File: config.mk
export PLATFORM = sky130hd
export DESIGN_NAME = execute_stage
export DESIGN_NICKNAME = d
export VERILOG_FILES = /design/src/hdl/rv_isa_pkg.sv /design/src/hdl/pipe_pkg.sv /design/src/hdl/execute_stage.sv /design/src/hdl/execute.sv /design/src/hdl/branch_resolve.sv /design/src/hdl/alu.sv /design/src/hdl/operand_forward.sv
export SDC_FILE = /design/constraint.sdc
export NUM_CORES = 2
export LEC_CHECK = 0
export BUFFER_PORTS_ARGS = -buffer_cell sky130_fd_sc_hd__buf_2
export CAP_MARGIN = 20
export CORE_AREA = 10 10 509 511
export CTS_CLUSTER_SIZE = 16
export DETAILED_ROUTE_END_ITERATION = 12
export DIE_AREA = 0 0 519 521
export PLACE_DENSITY_LB_ADDON = 0.2
export SKIP_LAST_GASP = 1
export SYNTH_ARGS = -nofsm -noshare
export SYNTH_HDL_FRONTEND = slang
export SYNTH_HIERARCHICAL = 1
export SYNTH_SLANG_ARGS = --single-unit
File: constraint.sdc
create_clock -name clk -period 12.45 [get_ports clk]
set_input_delay 1.245 -clock clk [delete_from_list [all_inputs] [get_ports clk]]
set_output_delay 1.245 -clock clk [all_outputs]
set_load 0.03 [all_outputs]
File: src/hdl/rv_isa_pkg.sv
`default_nettype none

package rv_isa_pkg;

    typedef logic [63:0] word_t;
    typedef logic [4:0]  reg_addr_t;
    typedef logic [11:0] csr_addr_t;

    // ~~~~~~~~~~~~~~~~~~~~~~~~~~~~~~~~~~~~~~~~~~~~~~~~~~~~~~~~~~~~~~~~~~~~~~~~~~
    // decoded operations, as handed over by decode
    // ~~~~~~~~~~~~~~~~~~~~~~~~~~~~~~~~~~~~~~~~~~~~~~~~~~~~~~~~~~~~~~~~~~~~~~~~~~
    typedef enum logic [5:0] {
        NOP,
        // register-register
        ADD,
        SUB,
        AND,
        OR,
        XOR,
        SLL,
        SRL,
        SRA,
        SLT,
        SLTU,
        // register-immediate
        ADDI,
        ANDI,
        ORI,
        XORI,
        SLLI,
        SRLI,
        SRAI,
        SLTI,
        SLTIU,
        // upper immediate, immed already shifted by decode
        LUI,
        AUIPC,
        JAL,
        JALR,
        BEQ,
        BNE,
        BLT,
        BGE,
        BLTU,
        BGEU,
        // only the address is formed here
        LD,
        SD,
        CSRRW,
        CSRRS,
        CSRRC,
        CSRRWI,
        CSRRSI,
        CSRRCI,
        ECALL,
        EBREAK,
        MRET
    } op_t;

endpackage

`default_nettype wire
File: src/hdl/pipe_pkg.sv
`default_nettype none

package pipe_pkg;

    import rv_isa_pkg::*;

    // ~~~~~~~~~~~~~~~~~~~~~~~~~~~~~~~~~~~~~~~~~~~~~~~~~~~~~~~~~~~~~~~~~~~~~~~~~~
    // decode to execute
    // ~~~~~~~~~~~~~~~~~~~~~~~~~~~~~~~~~~~~~~~~~~~~~~~~~~~~~~~~~~~~~~~~~~~~~~~~~~
    typedef struct packed {
        logic        valid;
        logic [31:0] inst;
        word_t       inst_pc;
        op_t         op;
        reg_addr_t   reg1_addr;
        reg_addr_t   reg2_addr;
        word_t       reg1_value;
        word_t       reg2_value;
        word_t       immed;
        // csr file snapshot
        word_t       csr_value;
        word_t       mtvec;
        word_t       mepc;
        // retire tag
        word_t       inst_counter;
    } id_ex_t;

    // register write, also used as a bypass
    typedef struct packed {
        logic      write_enable;
        reg_addr_t dest_addr;
        word_t     write_data;
    } reg_write_t;

    typedef struct packed {
        logic  do_jump;
        logic  jump_inst;
        word_t dest_addr;
        word_t inst_counter;
    } jump_t;

    typedef struct packed {
        logic      write_enable;
        csr_addr_t dest_addr;
        word_t     write_data;
        word_t     pc;
        logic      ecall;
        logic      ebreak;
        logic      mret;
        // csrrw / csrrwi
        logic      plain;
    } csr_write_t;

    // ~~~~~~~~~~~~~~~~~~~~~~~~~~~~~~~~~~~~~~~~~~~~~~~~~~~~~~~~~~~~~~~~~~~~~~~~~~
    // execute to memory
    // ~~~~~~~~~~~~~~~~~~~~~~~~~~~~~~~~~~~~~~~~~~~~~~~~~~~~~~~~~~~~~~~~~~~~~~~~~~
    typedef struct packed {
        logic        valid;
        logic [31:0] inst;
        word_t       inst_pc;
        op_t         op;
        word_t       alu_result;
        word_t       write_mem_data;
        word_t       inst_counter;
        jump_t       jump;
        csr_write_t  csr;
        reg_write_t  reg_write;
    } ex_mem_t;

endpackage

`default_nettype wire

File: src/hdl/execute_stage.sv
`default_nettype none
`timescale 1ns/100ps

module execute_stage
    import pipe_pkg::*;
(
    input  logic       clk,
    input  logic       rst_n,
    input  id_ex_t     id_ex,
    input  reg_write_t wb_forward,
    output ex_mem_t    ex_mem,
    output reg_write_t ex_forward
);

    ex_mem_t    ex_mem_next;
    ex_mem_t    ex_mem_d;
    reg_write_t mem_forward;

    execute u_execute (
        .id_ex       (id_ex),
        .mem_forward (mem_forward),
        .wb_forward  (wb_forward),
        .ex_mem_next (ex_mem_next),
        .ex_forward  (ex_forward)
    );

    // a bubble keeps its payload but may not write or redirect
    always_comb begin
        ex_mem_d = ex_mem_next;
        if (!ex_mem_next.valid) begin
            ex_mem_d.reg_write.write_enable = 1'b0;
            ex_mem_d.csr.write_enable       = 1'b0;
            ex_mem_d.jump.do_jump           = 1'b0;
        end
    end

    always_ff @(posedge clk) begin
        if (!rst_n) begin
            ex_mem.valid                  <= 1'b0;
            ex_mem.reg_write.write_enable <= 1'b0;
            ex_mem.csr.write_enable       <= 1'b0;
            ex_mem.jump.do_jump           <= 1'b0;
        end else begin
            ex_mem <= ex_mem_d;
        end
    end

    // memory-stage bypass straight from the pipeline register
    always_comb begin
        mem_forward              = ex_mem.reg_write;
        mem_forward.write_enable = ex_mem.valid && ex_mem.reg_write.write_enable;
    end

endmodule

`default_nettype wire

File: src/hdl/execute.sv
`default_nettype none
`timescale 1ns/100ps

module execute
    import rv_isa_pkg::*;
    import pipe_pkg::*;
(
    input  id_ex_t     id_ex,
    input  reg_write_t mem_forward,
    input  reg_write_t wb_forward,
    output ex_mem_t    ex_mem_next,
    output reg_write_t ex_forward
);

    word_t op1;
    word_t op2;
    word_t alu_op1;
    word_t alu_result;
    word_t target;
    word_t new_csr;
    logic  do_jump;
    logic  jump_inst;
    logic  writes_reg;
    logic  is_csr;
    logic  is_csr_immed;

    // ~~~~~~~~~~~~~~~~~~~~~~~~~~~~~~~~~~~~~~~~~~~~~~~~~~~~~~~~~~~~~~~~~~~~~~~~~~
    // op classes
    // ~~~~~~~~~~~~~~~~~~~~~~~~~~~~~~~~~~~~~~~~~~~~~~~~~~~~~~~~~~~~~~~~~~~~~~~~~~
    always_comb begin
        writes_reg   = 1'b0;
        is_csr       = 1'b0;
        is_csr_immed = 1'b0;
        case (id_ex.op)
            ADD, SUB, AND, OR, XOR, SLL, SRL, SRA, SLT, SLTU,
            ADDI, ANDI, ORI, XORI, SLLI, SRLI, SRAI, SLTI, SLTIU,
            LUI, AUIPC, JAL, JALR: begin
                writes_reg = 1'b1;
            end
            CSRRW, CSRRS, CSRRC: begin
                writes_reg = 1'b1;
                is_csr     = 1'b1;
            end
            CSRRWI, CSRRSI, CSRRCI: begin
                writes_reg   = 1'b1;
                is_csr       = 1'b1;
                is_csr_immed = 1'b1;
            end
            default: ;
        endcase
    end

    operand_forward u_fwd_rs1 (
        .reg_addr    (id_ex.reg1_addr),
        .reg_value   (id_ex.reg1_value),
        .mem_forward (mem_forward),
        .wb_forward  (wb_forward),
        .operand     (op1)
    );

    operand_forward u_fwd_rs2 (
        .reg_addr    (id_ex.reg2_addr),
        .reg_value   (id_ex.reg2_value),
        .mem_forward (mem_forward),
        .wb_forward  (wb_forward),
        .operand     (op2)
    );

    // csr*i carries its zimm in the rs1 field
    assign alu_op1 = is_csr_immed ? {59'd0, id_ex.reg1_addr} : op1;

    alu u_alu (
        .op        (id_ex.op),
        .op1       (alu_op1),
        .op2       (op2),
        .immed     (id_ex.immed),
        .pc        (id_ex.inst_pc),
        .csr_value (id_ex.csr_value),
        .mtvec     (id_ex.mtvec),
        .mepc      (id_ex.mepc),
        .result    (alu_result),
        .target    (target),
        .new_csr   (new_csr)
    );

    branch_resolve u_branch (
        .op        (id_ex.op),
        .op1       (op1),
        .op2       (op2),
        .do_jump   (do_jump),
        .jump_inst (jump_inst)
    );

    // ~~~~~~~~~~~~~~~~~~~~~~~~~~~~~~~~~~~~~~~~~~~~~~~~~~~~~~~~~~~~~~~~~~~~~~~~~~
    // output bundle
    // ~~~~~~~~~~~~~~~~~~~~~~~~~~~~~~~~~~~~~~~~~~~~~~~~~~~~~~~~~~~~~~~~~~~~~~~~~~
    always_comb begin
        ex_mem_next.valid          = id_ex.valid;
        ex_mem_next.inst           = id_ex.inst;
        ex_mem_next.inst_pc        = id_ex.inst_pc;
        ex_mem_next.op             = id_ex.op;
        ex_mem_next.alu_result     = alu_result;
        // store data must see the bypass too
        ex_mem_next.write_mem_data = op2;
        ex_mem_next.inst_counter   = id_ex.inst_counter;

        ex_mem_next.jump.do_jump      = do_jump;
        ex_mem_next.jump.jump_inst    = jump_inst;
        ex_mem_next.jump.dest_addr    = target;
        ex_mem_next.jump.inst_counter = id_ex.inst_counter;

        ex_mem_next.csr.write_enable = is_csr;
        ex_mem_next.csr.dest_addr    = id_ex.inst[31:20];
        ex_mem_next.csr.write_data   = new_csr;
        ex_mem_next.csr.pc           = id_ex.inst_pc;
        ex_mem_next.csr.ecall        = (id_ex.op == ECALL);
        ex_mem_next.csr.ebreak       = (id_ex.op == EBREAK);
        ex_mem_next.csr.mret         = (id_ex.op == MRET);
        ex_mem_next.csr.plain        = (id_ex.op == CSRRW) || (id_ex.op == CSRRWI);

        ex_mem_next.reg_write.write_enable = writes_reg;
        ex_mem_next.reg_write.dest_addr    = id_ex.inst[11:7];
        ex_mem_next.reg_write.write_data   = alu_result;
    end

    // bubbles forward nothing
    always_comb begin
        ex_forward              = ex_mem_next.reg_write;
        ex_forward.write_enable = id_ex.valid && writes_reg;
    end

endmodule

`default_nettype wire

File: src/hdl/branch_resolve.sv
`default_nettype none
`timescale 1ns/100ps

module branch_resolve
    import rv_isa_pkg::*;
(
    input  op_t   op,
    input  word_t op1,
    input  word_t op2,
    output logic  do_jump,
    output logic  jump_inst
);

    logic eq;
    logic lt_s;
    logic lt_u;

    assign eq   = (op1 == op2);
    assign lt_s = ($signed(op1) < $signed(op2));
    assign lt_u = (op1 < op2);

    // any control transfer, taken or not
    always_comb begin
        case (op)
            JAL, JALR, BEQ, BNE, BLT, BGE, BLTU, BGEU, ECALL, EBREAK, MRET: begin
                jump_inst = 1'b1;
            end
            default: begin
                jump_inst = 1'b0;
            end
        endcase
    end

    always_comb begin
        case (op)
            JAL, JALR, ECALL, EBREAK, MRET: do_jump = 1'b1;
            BEQ:                            do_jump = eq;
            BNE:                            do_jump = !eq;
            BLT:                            do_jump = lt_s;
            BGE:                            do_jump = !lt_s;
            BLTU:                           do_jump = lt_u;
            BGEU:                           do_jump = !lt_u;
            default:                        do_jump = 1'b0;
        endcase
    end

endmodule

`default_nettype wire

File: src/hdl/alu.sv
`default_nettype none
`timescale 1ns/100ps

module alu
    import rv_isa_pkg::*;
(
    input  op_t   op,
    input  word_t op1,
    input  word_t op2,
    input  word_t immed,
    input  word_t pc,
    input  word_t csr_value,
    input  word_t mtvec,
    input  word_t mepc,
    output word_t result,
    output word_t target,
    output word_t new_csr
);

    word_t      rhs;
    logic [5:0] shamt;
    word_t      pc_next;
    word_t      addr_sum;

    // immediate forms take the second operand from immed
    always_comb begin
        case (op)
            ADDI, ANDI, ORI, XORI, SLLI, SRLI, SRAI, SLTI, SLTIU: begin
                rhs = immed;
            end
            default: begin
                rhs = op2;
            end
        endcase
    end

    assign shamt    = rhs[5:0];
    assign pc_next  = pc + 64'd4;
    assign addr_sum = op1 + immed;

    // ~~~~~~~~~~~~~~~~~~~~~~~~~~~~~~~~~~~~~~~~~~~~~~~~~~~~~~~~~~~~~~~~~~~~~~~~~~
    // result
    // ~~~~~~~~~~~~~~~~~~~~~~~~~~~~~~~~~~~~~~~~~~~~~~~~~~~~~~~~~~~~~~~~~~~~~~~~~~
    always_comb begin
        case (op)
            ADD, ADDI:   result = op1 + rhs;
            SUB:         result = op1 - rhs;
            AND, ANDI:   result = op1 & rhs;
            OR, ORI:     result = op1 | rhs;
            XOR, XORI:   result = op1 ^ rhs;
            SLL, SLLI:   result = op1 << shamt;
            SRL, SRLI:   result = op1 >> shamt;
            SRA, SRAI:   result = word_t'($signed(op1) >>> shamt);
            SLT, SLTI:   result = {63'd0, $signed(op1) < $signed(rhs)};
            SLTU, SLTIU: result = {63'd0, op1 < rhs};
            LUI:         result = immed;
            AUIPC:       result = pc + immed;
            // link address
            JAL, JALR:   result = pc_next;
            // rd gets the old csr
            CSRRW, CSRRS, CSRRC, CSRRWI, CSRRSI, CSRRCI: begin
                result = csr_value;
            end
            LD, SD:      result = addr_sum;
            default:     result = '0;
        endcase
    end

    // ~~~~~~~~~~~~~~~~~~~~~~~~~~~~~~~~~~~~~~~~~~~~~~~~~~~~~~~~~~~~~~~~~~~~~~~~~~
    // redirect target
    // ~~~~~~~~~~~~~~~~~~~~~~~~~~~~~~~~~~~~~~~~~~~~~~~~~~~~~~~~~~~~~~~~~~~~~~~~~~
    always_comb begin
        case (op)
            JAL, BEQ, BNE, BLT, BGE, BLTU, BGEU: begin
                target = pc + immed;
            end
            JALR: begin
                target = {addr_sum[63:1], 1'b0};
            end
            // trap entry
            ECALL, EBREAK: begin
                target = mtvec;
            end
            MRET: begin
                target = mepc;
            end
            // fall-through
            default: begin
                target = pc_next;
            end
        endcase
    end

    // csr update value
    always_comb begin
        case (op)
            CSRRW, CSRRWI: new_csr = op1;
            CSRRS, CSRRSI: new_csr = csr_value | op1;
            CSRRC, CSRRCI: new_csr = csr_value & ~op1;
            default:       new_csr = csr_value;
        endcase
    end

endmodule

`default_nettype wire

File: src/hdl/operand_forward.sv
`default_nettype none
`timescale 1ns/100ps

module operand_forward
    import rv_isa_pkg::*;
    import pipe_pkg::*;
(
    input  reg_addr_t  reg_addr,
    input  word_t      reg_value,
    input  reg_write_t mem_forward,
    input  reg_write_t wb_forward,
    output word_t      operand
);

    logic mem_hit;
    logic wb_hit;

    // x0 is hardwired, never bypass it
    assign mem_hit = mem_forward.write_enable
                     && (mem_forward.dest_addr != '0)
                     && (mem_forward.dest_addr == reg_addr);

    assign wb_hit = wb_forward.write_enable
                    && (wb_forward.dest_addr != '0)
                    && (wb_forward.dest_addr == reg_addr);

    // younger result wins
    always_comb begin
        if (mem_hit) begin
            operand = mem_forward.write_data;
        end else if (wb_hit) begin
            operand = wb_forward.write_data;
        end else begin
            operand = reg_value;
        end
    end

endmodule

`default_nettype wire

==> results summary <==
The delay of the slowest critical-path stage is 0.94 ns. The final cell count without fillers came out at 11700. Summed over all failing endpoints, the final setup total negative slack is 0 ns. After floorplanning, the core was sized to cover around 250000 um2. After detailed routing, the average wire length per cell comes to 40.4 um. The count of state elements after synthesis came out at between 600 and 700. The final critical path takes up between 80% and 90% of the cycle. The root buffer cell chosen for the clock tree is clkbuf_16. The level count of the clock H-tree came out at 3. TritonCTS built the clock tree. The average instance in the mapped netlist occupies between 8 and 9 um2.

The quantity of hold-fixing buffers added after cts is 0. The count of antenna-violating nets left after detailed routing came out at 0. The post-CTS resize count is 0. Post-CTS timing repair inserted 0 buffers for setup. Before antenna repair, the detailed router went through 9 iterations. The maximum clock rate came out at about 90 MHz. The post-synthesis sequential area ratio came out at slightly below 30%. The number of buffers inserted during clock tree synthesis is 85. The final total power came out at 9.73 mW.

The total count of hold-check failures in the final report is 0. The number of buffers on the longest clock path came out at 3. The cell area after synthesis came out at 65400 um2. The data arrival time of the critical path came out at 9.85 ns. The routed via count divided by cell count is ~6. The critical path required time is 11.20 ns. Once placement finished, the instance area stood at about 72000 um2. In the final layout, the share of cells above drive strength 1 is 24.6%. The register clock-pin slew on the reported worst setup and hold paths came out at approximately 0.06 ns. The analysis attributes to cell leakage a power of 30.0 nW. The total die area came out at between 200000 and 300000 um2. The count of filler cells inserted in the layout came out at roughly 27000. The number of instances in the synthesized netlist came out at 7617. The sum of overflow across all layers after global routing is 0. The critical path goes through or4_4 > a21oi_4 > or3_4 > buf_4 > a31oi_1 > nor2b_1 > buf_4 > inv_1 > ha_1 > inv_1 > a21oi_1 > o31ai_1 > a211oi_1 > o21bai_1 > mux2i_1 > nor2_1 > nor3_1 > o211ai_1 > a2111oi_0 > buf_4 > nor4b_1 > o211ai_1 > buf_2. The cell family contributing the most delay on the critical path is compound AO/OA/AOI/OAI gates.

The number of violations reported at the end of detailed-routing iteration 0 is 9371. The final worst slack came out at between 1 and 1.5 ns. The clock insertion delay at the later pin of the skew report came out at 0.78 ns. The most frequent cell after synthesis is edfxtp_1. The pin count of the biggest net entering global routing came out at 141. Ranked by flip-flop count, first place goes to ex_mem. The register with the most flip-flops in the layout has 640 of them.

In this run the tightest slew margin relative to its limit is 18.6%. The commonest cells after synthesis are 636 x edfxtp_1, 579 x a21oi_1, 579 x nand2_1. In this run the worst hold path is classified as input port to register. The total number of nets in the final design is around 9300. The cell repeated most along the worst path is buf_4. The initial core utilization came out at between 20% and 30%. The startpoint identified for the worst register-to-register timing path is ex_mem[64]. The post-layout instance area came out at about 75000 um2. The number of unique standard cell types used by synthesis is 110. The max-slew violation count came out at 0. The detailed-placement wirelength estimate is ~380000 um.

Summed over all layers, the routed wires come to between 400000 and 500000 um. The run finished with clean final reports. The worst setup path is launched from a register. The clock arrives with roughly 0.048 ns of skew.

Synthesis produced a netlist with a net count of a little under 9000. The number of rows created at floorplan is ~180. Yosys mapped a number of flops with a built-in enable equal to around 640. Compared with the post-synthesis result, the final layout area differs by 14.8%. The worst-margin pin slew is around 1.2 ns. The number of clock sinks seen by CTS is 640. The number of global-route vias before repair came out at a little under 70000. The largest registers in the layout are ex_mem (640). The post-route minimum period is roughly 11 ns. The most critical setup path has its startpoint at ex_mem[64]. The worst slack on hold paths came out at 0.643 ns. For this run, the share of the core covered by cells in the final layout is between 30% and 40%. The x dimension of the die is approximately 520 um.

For this run, the leading register cell type out of synthesis is edfxtp_1. The height of the die came out at around 520 um. The critical path endpoint category is a primary output. In the final layout, the multi-input gates occupy 38700 um2. Once placement completed, the tool counted placed cells totaling around 11000.

Setup violations remaining at the end of the flow were counted as 0. Summing all flip-flop and latch instances after layout gives 19200 um2. The slowest stage of the critical path belongs to the cell a2111oi_0. For this design the top-level I/O count stands at about 1300. The critical-path maximum fanout is 33. The number of warning messages in the yosys log is 6. Across every metal layer, demand over resource in global routing totals about a third.

The max-cap check violation count is 0. The power density over the cells came out at between 100 and 150 nW/um2. The worst voltage drop across the vdd grid came out at ~0.000095 V.

After synthesis, the cell types taking the most area are edfxtp_1 29%, ha_1 7.7%, buf_4 6.1%. In this run the most critical hold path is launched from id_ex[534]. The number of port buffers is ~1300. For this run, asynchronously set or reset flops after synthesis account for 0%. The total number of vias is 70600. The number of antenna violations at the first check in global routing is 154. The largest total area in the synthesized netlist belongs to edfxtp_1.

Setup repair after global routing left no endpoint under its margin. The first global-routing pass estimated just over 600000 um of wire. The portion of synthesized cell area occupied by the leading cell type came out at 29.2%.

The number of buffer and inverter stages on the critical path came out at 6. The minimum setup slack after placement is ~1.9 ns. The routability congestion estimate came out at around 1.

The count of unresolved DRC violations after routing is 0. The type of the worst setup path is register to primary output.
==> layout make-up <==
type	instances	area share, %
tap	3330	5.55
clock buffer	102	2.95
sequential	640	25.6
multi-input combinational	5566	51.5
timing repair buffer	1612	11.8
clock inverter	55	0.877
inverter	312	1.57
antenna	43	0.143
==> where the power goes <==
part / internal, mW / switching (mW) / leakage, nW
clock: 1.48 / 1.10 / 1.39
combinational: 1.14 / 3.28 / 22.4
sequential: 2.62 / 0.111 / 6.24
==> metal layers <==
metal | wire, um | global-route usage (%) | share of wire (%)
met5 | 364 | 0 | 0.077
met4 | 40800 | 22.8 | 8.7
met3 | 39700 | 7.77 | 8.4
met2 | 211000 | 52.5 | 45
met1 | 179000 | 38.3 | 38
==> worst paths after layout <==
check	end	slack, ns	cells past startpoint
worst max-delay path	ex_forward[62]	1.35	23
worst min-delay path	ex_mem[613]	0.64	1
worst max register to register	ex_mem[62]	3.32	22
worst min register to register	ex_mem[413]	0.90	2
==> logic make-up (layout without fill, tap and decap cells) <==
| kind of cell | count (synthesis) | count (layout) | synth area share [%] |
|---|---|---|---|
| AO/OA/AOI/OAI | 2461 | 2461 | 26.1 |
| AND/OR/NAND/NOR | 2076 | 2076 | 15.6 |
| buffers and inverters | 1411 | 2081 | 12.0 |
| flip-flops | 640 | 640 | 29.3 |
| adder cells (fa/ha/maj) | 403 | 403 | 7.75 |
| multiplexers | 376 | 376 | 5.96 |
| XOR/XNOR | 250 | 250 | 3.35 |
| other | 0 | 43 | 0 |
==> cell usage in the layout (no fill, tap or decap), drive strengths merged, types with 243 or more instances in the layout <==
cell and instances:
buf 1612, edfxtp 636, a21oi 585, nand2 579, nor2 474, o21ai 447, ha 400, inv 312
mux2i 285, nand4 243
Note: power is estimated with default switching activity, not from simulation.
